## config.mk

```make
export PLATFORM = sky130hd
export DESIGN_NAME = mic_meter_top
export DESIGN_NICKNAME = d
export VERILOG_FILES = /design/src/mic_meter_pkg.sv /design/src/display_if.sv /design/src/mic_meter_top.sv /design/src/seven_seg_scanner.sv /design/src/level_meter.sv /design/src/i2s_mic_receiver.sv
export SDC_FILE = /design/constraint.sdc
export NUM_CORES = 1
export LEC_CHECK = 0
export ABC_AREA = 0
export BUFFER_PORTS_ARGS = -buffer_cell sky130_fd_sc_hd__buf_2
export CAP_MARGIN = 20
export CORE_MARGIN = 2
export CORE_UTILIZATION = 35
export DETAILED_ROUTE_END_ITERATION = 7
export REMOVE_ABC_BUFFERS = 1
export SYNTH_ARGS = -nofsm -noshare
export SYNTH_HDL_FRONTEND = slang
export SYNTH_SLANG_ARGS = --single-unit
```

## constraint.sdc

```tcl
create_clock -name clk -period 3.8 [get_ports clk]
set_clock_uncertainty 0.2 [all_clocks]
set_input_delay 0.76 -clock clk [delete_from_list [all_inputs] [get_ports clk]]
set_output_delay 0.76 -clock clk [all_outputs]
set_load 0.05 [all_outputs]
```

## src/mic_meter_pkg.sv

```systemverilog
package mic_meter_pkg;

    // --------------------
    // widths

    localparam int w_sample = 24;  // microphone word
    localparam int w_level  = 16;  // top sample bits used by the meter
    localparam int w_led    = 8;
    localparam int w_digit  = 4;

    // --------------------
    // timing

    localparam int sck_half  = 4;   // clk cycles per sck half period
    localparam int slot_bits = 32;  // sck periods per channel slot
    localparam int scan_div  = 64;  // clk cycles each digit stays lit

    // counter widths
    localparam int w_div     = $clog2(sck_half);
    localparam int w_frame   = $clog2(2 * slot_bits);  // msb tells the slot
    localparam int w_bit_idx = $clog2(w_sample);
    localparam int w_scan    = $clog2(scan_div);
    localparam int w_sel     = $clog2(w_digit);

    // --------------------
    // types

    typedef logic signed [w_sample - 1:0] sample_t;
    typedef logic        [w_level  - 1:0] level_t;  // peak magnitude, tops out at 7fff
    typedef logic        [w_led    - 1:0] led_t;
    typedef logic        [w_digit  - 1:0] digit_t;  // one-hot digit enable
    typedef logic        [7:0]            segs_t;   // a is the top bit
    typedef logic        [3:0]            nibble_t;

    localparam level_t level_max = {1'b0, {(w_level - 1){1'b1}}};  // 7fff
    localparam level_t level_min = {1'b1, {(w_level - 1){1'b0}}};  // 8000

    typedef enum logic [1:0]
    {
        idle_s,   // waiting for the left slot
        delay_s,  // one sck period after the ws edge
        shift_s,
        skip_s    // rest of the frame
    } i2s_state_t;

endpackage
```

## src/display_if.sv

```systemverilog
`timescale 1ns/1ps

// meter state as seen by the display side
interface display_if
    import mic_meter_pkg::*;
();

    level_t              peak;   // held peak magnitude
    logic [w_led - 2:0]  bar;    // thermometer of the peak
    logic                clip;   // full scale seen since clear
    digit_t              blank;  // leading zero digits, bit 0 never set

    modport source
    (
        output peak,
        output bar,
        output clip,
        output blank
    );

    modport sink
    (
        input  peak,
        input  bar,
        input  clip,
        input  blank
    );

endinterface

```

## src/mic_meter_top.sv

```systemverilog
`timescale 1ns/1ps

module mic_meter_top
    import mic_meter_pkg::*;
(
    input  logic       clk,
    input  logic       reset,

    input  logic [1:0] key,       // key[0] clears the meter, key[1] spare

    input  logic       mic_sd,
    output logic       mic_sck,
    output logic       mic_ws,

    output led_t       led,
    output segs_t      abcdefgh,
    output digit_t     digit
);

    sample_t sample;
    logic    sample_ready;

    display_if disp ();

    // --------------------

    i2s_mic_receiver i_receiver
    (
        .clk          ( clk          ),
        .reset        ( reset        ),
        .sd           ( mic_sd       ),
        .sck          ( mic_sck      ),
        .ws           ( mic_ws       ),
        .sample       ( sample       ),
        .sample_ready ( sample_ready )
    );

    level_meter i_meter
    (
        .clk          ( clk          ),
        .reset        ( reset        ),
        .sample       ( sample       ),
        .sample_ready ( sample_ready ),
        .clear        ( key [0]      ),
        .disp         ( disp         )
    );

    seven_seg_scanner i_scanner
    (
        .clk          ( clk          ),
        .reset        ( reset        ),
        .disp         ( disp         ),
        .led          ( led          ),
        .abcdefgh     ( abcdefgh     ),
        .digit        ( digit        )
    );

endmodule

```

## src/seven_seg_scanner.sv

```systemverilog
`timescale 1ns/1ps

module seven_seg_scanner
    import mic_meter_pkg::*;
(
    input  logic    clk,
    input  logic    reset,
    display_if.sink disp,
    output led_t    led,
    output segs_t   abcdefgh,
    output digit_t  digit
);

    logic [w_scan - 1:0] scan_cnt;
    logic [w_sel  - 1:0] sel;     // active digit
    nibble_t             nibble;
    segs_t               font;

    // segments active high, a is the msb
    function automatic segs_t hex_font(input nibble_t n);
        case (n)
            4'h0: hex_font = 8'b1111_1100;
            4'h1: hex_font = 8'b0110_0000;
            4'h2: hex_font = 8'b1101_1010;
            4'h3: hex_font = 8'b1111_0010;
            4'h4: hex_font = 8'b0110_0110;
            4'h5: hex_font = 8'b1011_0110;
            4'h6: hex_font = 8'b1011_1110;
            4'h7: hex_font = 8'b1110_0000;
            4'h8: hex_font = 8'b1111_1110;
            4'h9: hex_font = 8'b1111_0110;
            4'ha: hex_font = 8'b1110_1110;
            4'hb: hex_font = 8'b0011_1110;
            4'hc: hex_font = 8'b1001_1100;
            4'hd: hex_font = 8'b0111_1010;
            4'he: hex_font = 8'b1001_1110;
            default: hex_font = 8'b1000_1110;  // f
        endcase
    endfunction

    // --------------------
    // scan timing

    always_ff @(posedge clk)
    begin
        if (reset)
        begin
            scan_cnt <= '0;
            sel      <= '0;
        end
        else if (scan_cnt == w_scan'(scan_div - 1))
        begin
            scan_cnt <= '0;
            sel      <= sel + 1'b1;  // 3 wraps back to 0
        end
        else
        begin
            scan_cnt <= scan_cnt + 1'b1;
        end
    end

    // --------------------
    // outputs

    assign nibble = disp.peak[{sel, 2'b00} +: 4];
    assign font   = hex_font(nibble);

    always_ff @(posedge clk)
    begin
        if (reset)
        begin
            digit    <= digit_t'(1);
            abcdefgh <= hex_font(4'h0);  // peak is zero after reset
            led      <= '0;
        end
        else
        begin
            digit    <= digit_t'(1) << sel;
            abcdefgh <= disp.blank[sel] ? '0 : font;
            led      <= {disp.clip, disp.bar};  // clip on the top led
        end
    end

endmodule

```

## src/level_meter.sv

```systemverilog
`timescale 1ns/1ps

module level_meter
    import mic_meter_pkg::*;
(
    input  logic      clk,
    input  logic      reset,
    input  sample_t   sample,
    input  logic      sample_ready,
    input  logic      clear,
    display_if.source disp
);

    logic signed [w_level - 1:0] top;
    level_t                      mag;
    logic                        full_scale;
    level_t                      peak;
    logic                        clip;

    // --------------------
    // magnitude of the top bits

    assign top = sample[w_sample - 1 -: w_level];

    assign full_scale = (level_t'(top) == level_max) || (level_t'(top) == level_min);

    always_comb
    begin
        if (!top[w_level - 1])
            mag = level_t'(top);
        else if (level_t'(top) == level_min)
            mag = level_max;  // most negative value has no positive twin
        else
            mag = level_t'(-top);
    end

    // --------------------
    // peak hold and clip

    // clear wins over a sample in the same cycle
    always_ff @(posedge clk)
    begin
        if (reset || clear)
        begin
            peak <= '0;
            clip <= 1'b0;
        end
        else if (sample_ready)
        begin
            if (mag > peak)
                peak <= mag;

            if (full_scale)
                clip <= 1'b1;  // sticky until clear
        end
    end

    // --------------------
    // display values

    assign disp.peak = peak;
    assign disp.clip = clip;

    // bar k lights once peak[14:12] goes above k
    always_comb
    begin
        for (int k = 0; k < w_led - 1; k++)
            disp.bar[k] = (int'(peak[w_level - 2 -: 3]) > k);
    end

    // digit d is blank when it and every digit above it are zero
    always_comb
    begin
        disp.blank = '0;

        for (int d = 1; d < w_digit; d++)
            disp.blank[d] = ((peak >> (4 * d)) == '0);
    end

endmodule

```

## src/i2s_mic_receiver.sv

```systemverilog
`timescale 1ns/1ps

module i2s_mic_receiver
    import mic_meter_pkg::*;
(
    input  logic    clk,
    input  logic    reset,
    input  logic    sd,
    output logic    sck,
    output logic    ws,
    output sample_t sample,
    output logic    sample_ready
);

    logic [w_div     - 1:0] div_cnt;
    logic [w_frame   - 1:0] bit_cnt;    // sck period within the frame
    logic [w_frame   - 1:0] bit_cnt_next;
    logic [w_bit_idx - 1:0] bit_idx;    // data bit within the sample
    logic [w_sample  - 2:0] shift_reg;
    logic                   div_wrap;
    logic                   sck_rise;
    logic                   sck_fall;
    i2s_state_t             state;

    // --------------------
    // serial clock

    assign div_wrap = (div_cnt == w_div'(sck_half - 1));
    assign sck_rise = div_wrap && !sck;
    assign sck_fall = div_wrap && sck;

    always_ff @(posedge clk)
    begin
        if (reset)
        begin
            div_cnt <= '0;
            sck     <= 1'b0;  // starts low
        end
        else if (div_wrap)
        begin
            div_cnt <= '0;
            sck     <= ~sck;
        end
        else
        begin
            div_cnt <= div_cnt + 1'b1;
        end
    end

    // --------------------
    // frame position and word select

    assign bit_cnt_next = bit_cnt + 1'b1;

    // ws moves with sck falling, low for the left slot
    always_ff @(posedge clk)
    begin
        if (reset)
        begin
            bit_cnt <= '0;
            ws      <= 1'b0;
        end
        else if (sck_fall)
        begin
            bit_cnt <= bit_cnt_next;
            ws      <= bit_cnt_next[w_frame - 1];
        end
    end

    // --------------------
    // capture of the left slot

    always_ff @(posedge clk)
    begin
        if (reset)
        begin
            state        <= idle_s;
            bit_idx      <= '0;
            sample_ready <= 1'b0;
        end
        else
        begin
            sample_ready <= 1'b0;

            case (state)
                idle_s:
                    if (!ws && bit_cnt == '0)
                        state <= delay_s;

                delay_s:
                    if (sck_rise)  // this bit carries no data
                    begin
                        state   <= shift_s;
                        bit_idx <= '0;
                    end

                shift_s:
                    if (sck_rise)
                    begin
                        if (bit_idx == w_bit_idx'(w_sample - 1))
                        begin
                            state        <= skip_s;
                            sample_ready <= 1'b1;  // one cycle after the lsb
                        end
                        bit_idx <= bit_idx + 1'b1;
                    end

                skip_s:
                    if (ws)  // right slot is ignored
                        state <= idle_s;

                default:
                    state <= idle_s;
            endcase
        end
    end

    always_ff @(posedge clk)
    begin
        if (sck_rise && state == shift_s)
        begin
            shift_reg <= {shift_reg[w_sample - 3:0], sd};  // msb first

            if (bit_idx == w_bit_idx'(w_sample - 1))
                sample <= {shift_reg, sd};
        end
    end

endmodule

```

==> impl_metrics.csv, run 1 <==
group,metric,value,unit
min_path,hold_class,"reg -> reg",
floorplanning,num_io_pins,27,
cells_and_area,final_nets,534,
cells_and_area,fin_cells,676,
critical_path,worstSetupStartpointType,"register",
critical_path,crit_type,"reg -> reg",
yosys,synth_area_per_cell,10.35,µm²
cts,clockBufferDepth,2,
cells_and_area,final_core_util,41.76,%
critical_path,worstPathArrival,3.65,ns
critical_path,cpPeakStageDelay,0.49,ns
critical_path,cp_slowest_cell,"or4b_4",
yosys,ys_ff_latch,100,
job,cap_viol_max_count,0,
timing,min_period,3.642,ns
cells_and_area,area_growth,15.82,%
cts,cts_max_level,3,
placement,dpl.hpwl,6616,µm
floorplanning,rows,42,
yosys,yosysSeqAreaShare,49.91,%
yosys,synth_warnings,0,
cts,cts_buffers,9,
yosys,synth_edf_count,39,
cells_and_area,diodes,0,
placement,dp_slack,0.07289,ns
global_route,grt_pass1_wl,15290,µm
placement,placedCellCount,660,
timing,hold_violations,0,
cts,insertion_delay,0.34,ns
global_route,antenna_found_initial,0,
global_route,grt_pass1_vias,3262,
timing,worst_pin_slew,0.9027,ns
pwr,vdd_drop_max,0.0003011,V
status,status,"complete, no violations",
global_route,overflow,0,
placement,place.gp.congestion,0.8501,
critical_path,critPathBufInv,2,
yosys,synth_area,4793,µm²
timing,clock.fmax,274.6,MHz
pwr,powerDensity,397.8,nW/µm²
critical_path,cpLargestDelayFamily,"compound AO/OA/AOI/OAI gates",
yosys,synthArstFlopShare,0,%
yosys,synth.largest_area_cell,"dfxtp_1",
cts,post-cts-setup-buffers,0,
yosys,synth_cell_types,55,
cts,cts_tree,"built",
floorplanning,core_area,13300,µm²
yosys,synthCells,463,
timing,slew_headroom,39.45,%
drt,ant_nets,0,
cells_and_area,drive_above_1_share,14.80,%
floorplanning,dieArea,14650,µm²
cts,clk_pin_slew,0.07,ns
pwr,p_leak,1.964,nW
yosys,synth.area.top_cells,"dfxtp_1 25%, edfxtp_1 24%, ha_1 8.9%",
critical_path,path_max_fanout,16,
global_route,grt_usage,13.03,%
drt,drcViolationCount,0,
drt,vias_per_cell,5.047,
timing,setup_tns,0,ns
drt,totalWireLength,9236,µm
placement,io_buffers,24,
yosys,synthFlopType,"dfxtp_1",
critical_path,end_kind,"register",
drt,dr.pass1.iters,4,
timing,slew_violations,0,
timing,fin_crit_sh,95.85,%
yosys,synthTopCellsByCount,"61 x dfxtp_1, 44 x nand2_1, 40 x nor2_1, 39 x edfxtp_1, 34 x ha_1",
floorplanning,fp.dieW,121.0,µm
cts,cts.sinks,100,
critical_path,cp.required,3.81,ns
critical_path,crit_chain,"inv_1 -> ha_2 -> or4b_4 -> o41ai_4 -> xor2_1 -> nand2_1 -> ha_1 -> nand4_1 -> nor2_1 -> a221o_1 -> o311a_1 -> buf_12 -> mux2i_1",
global_route,grt_start_max_net_pins,49,
drt,vias,3412,
floorplanning,initial_core_util,36.05,%
timing,setup_slack,0.1579,ns
yosys,synth_top_cell_area_share,25.48,%
drt,avgRoutedWirePerCell,13.66,µm
timing,setup_viol,0,
yosys,synth.most_common_cell,"dfxtp_1",
cts,cts_root_buffer,"clkbuf_16",
drt,drtIter0Drc,159,
cells_and_area,largest_reg_flops,23,
floorplanning,die_y,121.0,µm
==> layout by cell type (no fill, tap or decap), drive strengths merged, types with 7 or more instances in the layout <==
cell type,n
xor2,12
a211o,7
nand2,44
dfxtp,61
nor4,7
clkbuf,10
buf,43
nand4,10
nand3,14
edfxtp,39
mux2i,20
nor2,40
xnor2,8
a21oi,15
nor3,9
nor2b,7
o21ai,13
ha,34
inv,33
==> kinds of logic (layout without fill, tap and decap cells) <==
| family | Yosys count | after routing | share of synthesized area (%) |
|---|---|---|---|
| and+or+nand+nor | 153 | 153 | 15.45 |
| DFF | 100 | 100 | 49.91 |
| AOI/OAI and AO/OA | 76 | 76 | 11.22 |
| buffers and inverters | 55 | 92 | 4.751 |
| adders and majority gates | 34 | 34 | 8.875 |
| muxes | 24 | 24 | 6.056 |
| xor gates and xnor gates | 20 | 20 | 3.654 |
| other | 1 | 1 | 0.07823 |
==> report_power, final <==
part | switching [W] | internal (W) | total (W)
sequential | 0.0000128 | 0.00113 | 0.00114
clock | 0.000389 | 0.000577 | 0.000966
combinational | 0.0000639 | 0.0000407 | 0.000105
==> metal layers <==
layer,vias up,GRT usage [%],share of wire (%)
met3,8,2.914,4.2
met4,0,5.959,1.3
met2,65,22.44,49
li1,1719,-,-
met5,-,0,0
met1,1620,15.41,45
==> repair_timing <==
action / in CTS / in global routing
endpoints found under the setup margin: 0 / 16
gates resized for setup: 0 / 9
hold buffers: 0 / 0
==> cell type report <==
class / instances / area, µm²
multi-input cells: 308 / 2223
fillers: 1253 / 7744
inverters: 33 / 123.9
well taps: 176 / 220.2
clock buffers: 10 / 229.0
clock inverters: 6 / 87.58
flip-flops and latches: 100 / 2392
repair buffers: 43 / 275.3
==> stage by stage <==
step                hold slack [ns]  instance area [µm²]  power, W
floorplan                    0.1964                 4690  0.001235
global route                 0.2317                 5552  0.002296
detailed placement           0.2051                 5185  0.001266
finish                       0.2204                 5552  0.002209
CTS                          0.2223                 5502  0.002235
global placement             0.2019                 5185  0.001258
==> final timing paths <==
path | from | depth (start not counted) | endpoint | slack [ns]
worst min-delay path | i_receiver.shift_reg[22] | 0 | i_receiver.sample[23] | 0.22
worst max-delay path | i_receiver.sample[9] | 13 | i_meter.disp.peak[1] | 0.16
worst max register to register | i_receiver.sample[9] | 13 | i_meter.disp.peak[1] | 0.16
worst min register to register | i_receiver.shift_reg[22] | 0 | i_receiver.sample[23] | 0.22
Note: power is estimated with default switching activity, not from simulation.
==> inputs of run 2 (changes only) <==
--- a/config.mk
+++ b/config.mk
@@ -8,9 +8,12 @@
 export ABC_AREA = 0
 export BUFFER_PORTS_ARGS = -buffer_cell sky130_fd_sc_hd__buf_2
 export CAP_MARGIN = 20
-export CORE_MARGIN = 2
+export CELL_PAD_IN_SITES_DETAIL_PLACEMENT = 0
+export CELL_PAD_IN_SITES_GLOBAL_PLACEMENT = 2
 export CORE_UTILIZATION = 35
 export DETAILED_ROUTE_END_ITERATION = 7
+export MAX_ROUTING_LAYER = met4
+export PLACE_DENSITY_LB_ADDON = 0.1
 export REMOVE_ABC_BUFFERS = 1
 export SYNTH_ARGS = -nofsm -noshare
 export SYNTH_HDL_FRONTEND = slang
==> run 2 against run 1 <==
- combinational power is essentially flat
- first-iteration DRC count grew 14%
- utilization is essentially flat
- flip-flop and latch count is the same
- register-to-register slack gained 0.03 ns
- critical path depth shrank 2
- via count shrank 1.3%
- global-route usage grew 3.2 points
- maximum frequency grew 0.76%
==> impl_metrics.csv, run 2 (same netlist as run 1, synthesis figures left out) <==
group,metric,value,unit
timing,setup_viol,0,
floorplanning,dieArea,14170,µm²
cells_and_area,final_common_cell,"dfxtp_1",
cells_and_area,layout.area.seq,2392,µm²
cells_and_area,design_area,5545,µm²
drt,avgRoutedWirePerCell,14.78,µm
cells_and_area,diodes,0,
critical_path,cpPeakStageDelay,0.62,ns
placement,place.gp.congestion,0.8097,
critical_path,path_max_fanout,16,
global_route,grt_start_max_net_pins,49,
cells_and_area,multi_input_area,2220,µm²
placement,io_buffers,24,
cts,clk_pin_slew,0.07,ns
floorplanning,rows,42,
cts,cts_tree,"built",
pwr,clkPwrFrac,41.2,%
timing,slew_violations,0,
timing,slew_headroom,37.96,%
cts,cts_max_level,3,
placement,dpl.hpwl,7276,µm
drt,dr.pass1.iters,4,
cells_and_area,final_nets,539,
critical_path,crit_chain,"or4_4 -> o21ai_1 -> xor2_1 -> nand2_1 -> ha_1 -> a21oi_1 -> o21ai_0 -> a221o_1 -> o311a_1 -> buf_12 -> mux2i_1",
cells_and_area,fin_cells,681,
global_route,grt_pass1_wl,17100,µm
critical_path,crit_type,"reg -> reg",
status,status,"complete, no violations",
floorplanning,initial_core_util,36.05,%
timing,grt_setup_unrepaired,"false",
placement,placedCellCount,662,
cells_and_area,mostFrequentLayoutCells,"61 x dfxtp_1, 44 x nand2_1, 39 x nor2_1, 39 x edfxtp_1, 33 x ha_1",
drt,drtIter0Drc,182,
pwr,pwr-share-seq,53.8,%
drt,totalWireLength,10070,µm
timing,clock.fmax,276.7,MHz
cts,cts_hold_buf,0,
pwr,vdd_drop_max,0.0002611,V
pwr,pwr-share-comb,5.0,%
cts,insertion_delay,0.35,ns
cells_and_area,drive_above_1_share,16.24,%
floorplanning,die_y,119.0,µm
timing,whs,0.2214,ns
cells_and_area,final_core_util,41.71,%
min_path,hold_class,"reg -> reg",
global_route,overflow,0,
critical_path,worstPathArrival,3.64,ns
drt,vias_per_cell,4.946,
cts,cts_root_buffer,"clkbuf_16",
floorplanning,num_io_pins,27,
pwr,p_sw,0.0004990,W
floorplanning,core_area,13300,µm²
timing,fin_crit_sh,95.12,%
critical_path,critPathBufInv,1,
cts,cts.sinks,100,
cells_and_area,fillers,1316,
placement,placed_cell_area,5200,µm²
cts,cts_buffers,9,
cts,clockBufferDepth,2,
critical_path,worstSetupStartpointType,"register",
global_route,antenna_found_initial,0,
critical_path,cpLargestDelayFamily,"compound AO/OA/AOI/OAI gates",
critical_path,end_kind,"register",
pwr,p_leak,1.970,nW
timing,setup_tns,0,ns
timing,hold_violations,0,
cells_and_area,area_growth,15.69,%
global_route,grt_usage,16.27,%
pwr,p_int,0.001614,W
timing,worst_pin_slew,0.9250,ns
drt,ant_nets,0,
global_route,grt_pass1_vias,3207,
drt,vias,3368,
critical_path,cp.required,3.83,ns
floorplanning,fp.dieW,119.0,µm
pwr,p_sw_share,23.61,%
pwr,powerDensity,381.1,nW/µm²
drt,drcViolationCount,0,
timing,min_period,3.615,ns
job,cap_viol_max_count,0,
cells_and_area,largest_reg_flops,23,
critical_path,cp_slowest_cell,"or4_4",
## run 2: cell count changes in the layout (fill, tap and decap cells not counted), moves of 2 or more
cell / change
buf_4: +5
bufinv_16: -2
clkinv_2: +2
o21ai_0: -2
o21ai_1: +2
o41ai_2: +2
## run 2: stage by stage
step	power, W	worst slack (ns)
floorplan	0.001235	0.04054
global placement	0.001265	0.06026
detailed placement	0.001267	0.03636
CTS	0.002147	0.02526
global route	0.002205	0.007219
finish	0.002113	0.1853
## run 2: timing repair
item,CTS,global route
gates resized for setup,0,13
setup endpoints to repair,0,16
setup buffers,0,3
## run 2: cell type report
type	instances	share of cell area [%]
Clock inverter	7	0.9251
Inverter	33	2.234
Clock buffer	9	4.061
Timing Repair Buffer	48	5.641
Multi-Input combinational cell	308	40.03
Sequential cell	100	43.14
Tap cell	176	3.971
## run 2: layer usage
| layer | routed length, µm | part of all wire (%) | up-vias | track usage [%] |
|---|---|---|---|---|
| met1 | 4993 | 50 | 1583 | 21.17 |
| met4 | 207 | 2.1 | 0 | 8.070 |
| li1 | - | - | 1734 | - |
| met3 | 217 | 2.2 | 15 | 2.921 |
| met5 | 0 | 0 | - | - |
| met2 | 4650 | 46 | 36 | 24.31 |
## run 2: worst paths after layout
path / from / endpoint / slack (ns) / depth (start not counted)
max: i_receiver.sample[10] / i_meter.disp.peak[1] / 0.19 / 11
min: i_receiver.shift_reg[5] / i_receiver.shift_reg[6] / 0.22 / 0
max reg2reg: i_receiver.sample[10] / i_meter.disp.peak[1] / 0.19 / 11
min reg2reg: i_receiver.shift_reg[5] / i_receiver.shift_reg[6] / 0.22 / 0
## run 2: power by group through the flow
stage          Combinational [W]  Clock (W)  Sequential [W]
4_1_cts                 0.000107   0.000903         0.00114
3_3_place_gp            0.000104          0         0.00116
6_report                0.000106   0.000871         0.00114
5_1_grt                 0.000121   0.000945         0.00114
2_1_floorplan          0.0000736          0         0.00116
3_5_place_dp            0.000106          0         0.00116
==> inputs of run 3 (changes only) <==
--- a/config.mk
+++ b/config.mk
@@ -5,12 +5,13 @@
 export SDC_FILE = /design/constraint.sdc
 export NUM_CORES = 1
 export LEC_CHECK = 0
-export ABC_AREA = 0
+export ABC_AREA = 1
 export BUFFER_PORTS_ARGS = -buffer_cell sky130_fd_sc_hd__buf_2
-export CAP_MARGIN = 20
+export CAP_MARGIN = 10
 export CELL_PAD_IN_SITES_DETAIL_PLACEMENT = 0
 export CELL_PAD_IN_SITES_GLOBAL_PLACEMENT = 2
-export CORE_UTILIZATION = 35
+export CORE_MARGIN = 2
+export CORE_UTILIZATION = 33
 export DETAILED_ROUTE_END_ITERATION = 7
 export MAX_ROUTING_LAYER = met4
 export PLACE_DENSITY_LB_ADDON = 0.1
==> run 3 against run 2 <==
- first-iteration DRC count is 14% higher
- largest power group unchanged
- power is 2.9% higher
- critical endpoint is now i_meter.disp.peak[12]
- critical path depth is 7 higher
- final area is 0.63% lower
==> impl_metrics.csv, run 3 <==
group,metric,value,unit
cts,cts_resized,0,
critical_path,worstSetupStartpointType,"register",
critical_path,path_max_fanout,24,
cells_and_area,fillers,1514,
yosys,synthArstFlopShare,0,%
drt,totalWireLength,10030,µm
critical_path,cpPeakStageDelay,0.47,ns
timing,setup_slack,0.5867,ns
timing,whs,0.2222,ns
cts,cts_root_buffer,"clkbuf_16",
global_route,overflow,0,
cts,cts_buffers,9,
critical_path,critPathBufInv,1,
cells_and_area,layout.area.seq,2392,µm²
floorplanning,fp.dieW,126.0,µm
pwr,vdd_drop_max,0.0003161,V
pwr,powerDensity,394.8,nW/µm²
yosys,synth_top_cell_area_share,24.85,%
floorplanning,rows,44,
yosys,synth_area,4913,µm²
pwr,p_leak,2.390,nW
global_route,antenna_found_initial,0,
cells_and_area,area_growth,12.15,%
cts,cts.sinks,100,
yosys,synth.largest_area_cell,"dfxtp_1",
yosys,synthTopCellsByCount,"128 x nand2_1, 85 x nor2_1, 75 x inv_1, 61 x dfxtp_1, 39 x edfxtp_1",
placement,place.gp.congestion,0.7782,
cells_and_area,largest_reg_flops,23,
cells_and_area,mostFrequentLayoutCells,"128 x nand2_1, 85 x nor2_1, 75 x inv_1",
cells_and_area,diodes,0,
cts,cts_hold_buf,0,
critical_path,crit_top_cell,"nand2_1",
yosys,synth_area_per_cell,8.216,µm²
floorplanning,initial_core_util,33.81,%
placement,dp_slack,0.5930,ns
job,cap_viol_max_count,0,
yosys,ys_ff_latch,100,
critical_path,crit_chain,"inv_1 -> ha_1 -> nand2_1 -> nor2_1 -> nand2_1 -> nand2_1 -> nand2_1 -> nand2_1 -> nand3_1 -> ha_1 -> nand2_1 -> nor2_2 -> nand2_1 -> o21a_1 -> nand2_8 -> nand2_1 -> nand2_1 -> nor2_1",
min_path,hold_class,"reg -> reg",
cells_and_area,drive_above_1_share,10.17,%
global_route,grt_pass1_wl,17740,µm
timing,fin_crit_sh,84.56,%
timing,clock.fmax,311.2,MHz
yosys,synthCells,598,
critical_path,crit_type,"reg -> reg",
timing,setup_tns,0,ns
critical_path,cpLargestDelayFamily,"simple AND/OR/NAND/NOR gates",
drt,drcViolationCount,0,
yosys,synth.area.top_cells,"dfxtp_1 25%, edfxtp_1 24%, nand2_1 9.8%",
placement,placed_cell_area,5204,µm²
critical_path,worstPathArrival,3.27,ns
cts,cts_tree,"built",
drt,dr.pass1.iters,4,
floorplanning,dieArea,15880,µm²
timing,slew_violations,0,
cts,clockBufferDepth,2,
critical_path,r2r_slack,0.59,ns
placement,dpl.hpwl,7603,µm
critical_path,cp_slowest_cell,"edfxtp_1",
cells_and_area,design_area,5510,µm²
yosys,synth.most_common_cell,"nand2_1",
cts,insertion_delay,0.36,ns
timing,worst_pin_slew,0.6577,ns
yosys,yosysSeqAreaShare,48.69,%
timing,min_period,3.213,ns
floorplanning,core_area,14530,µm²
critical_path,cp.required,3.86,ns
yosys,synth_edf_count,39,
yosys,synthFlopType,"dfxtp_1",
floorplanning,die_y,126.0,µm
placement,io_buffers,24,
timing,hold_violations,0,
global_route,grt_start_max_net_pins,29,
timing,setup_viol,0,
timing,slew_headroom,56.10,%
status,status,"complete, no violations",
yosys,synth_cell_types,36,
cts,clk_pin_slew,0.08,ns
cells_and_area,multi_input_area,2120,µm²
drt,ant_nets,0,
drt,drtIter0Drc,207,
cells_and_area,final_nets,663,
pwr,power,0.002175,W
global_route,grt_pass1_vias,3795,
drt,vias_per_cell,4.547,
timing,grt_setup_unrepaired,"false",
floorplanning,num_io_pins,27,
global_route,grt_usage,14.33,%
drt,avgRoutedWirePerCell,12.33,µm
yosys,synth_warnings,0,
cts,cts_max_level,3,
drt,vias,3697,
cells_and_area,final_common_cell,"nand2_1",
cts,post-cts-setup-buffers,0,
critical_path,end_kind,"register",
run 3: cell types whose count changed after synthesis, sizes merged, moves of 7 or more:
cell,previous run,this run
nand2,44,132
nor4,7,0
nor2,40,90
nand3,14,37
a211o,7,0
xnor2,8,1
a21oi,15,37
mux2i,20,1
clkbuf,15,4
inv,32,81
o21ai,13,36
xor2,12,4
nor2b,7,0
run 3: worst register-to-register path: cells and delay by family, from the launching register on:
family	cells	cell delay (ns)
AND/OR/NAND/NOR	14	1.49
adder cells (fa/ha/maj)	2	0.49
flip-flops	1	0.47
AO/OA/AOI/OAI	1	0.36
buffers and inverters	1	0.12
run 3: final timing paths:
check / endpoint / startpoint / depth (start not counted)
setup reg to reg: i_meter.disp.peak[12] / i_receiver.sample[8] / 18
hold reg to reg: i_scanner.led[7] / i_meter.disp.clip / 2
setup / recovery: i_meter.disp.peak[12] / i_receiver.sample[8] / 18
hold / removal: i_scanner.led[7] / i_meter.disp.clip / 2
run 3: stage by stage:
| step | utilization (%) | instances |
|---|---|---|
| after floorplan | - | 584 |
| final | 37.91 | 813 |
| after CTS | 37.91 | 813 |
| after global placement | 35.80 | 797 |
| after global routing | 37.91 | 813 |
| after detailed placement | 35.80 | 797 |
run 3: power by group:
| part | leakage (nW) | internal, W | switching, W | total, W |
|---|---|---|---|---|
| sequential | 0.844 | 0.00113 | 0.0000120 | 0.00114 |
| clock | 0.150 | 0.000472 | 0.000456 | 0.000928 |
| combinational | 1.40 | 0.0000383 | 0.0000703 | 0.000109 |
| total | 2.39 | 0.00164 | 0.000538 | 0.00218 |
run 3: layout make-up:
type / count / share of cell area [%]
flip-flops and latches: 100 / 43.42
multi-input cells: 403 / 38.47
inverters: 81 / 5.518
well taps: 184 / 4.178
clock buffers: 9 / 4.087
repair buffers: 29 / 2.861
clock inverters: 7 / 1.476
run 3: kinds of logic (layout without fill, tap and decap cells):
group,Yosys count,in the layout,synth area share (%)
simple gates,282,282,24.62
flops,100,100,48.69
buf+inv,95,126,8.174
compound gates,80,80,8.683
fa+ha+maj,34,34,8.658
xor+xnor,5,5,0.8912
other cells,1,1,0.07632
mux,1,1,0.2037
run 3: metal layers:
| layer | GRT usage (%) | wire, µm |
|---|---|---|
| met5 | - | 0 |
| met4 | 6.335 | 273 |
| met3 | 2.846 | 231 |
| met2 | 23.81 | 4855 |
| met1 | 16.85 | 4667 |
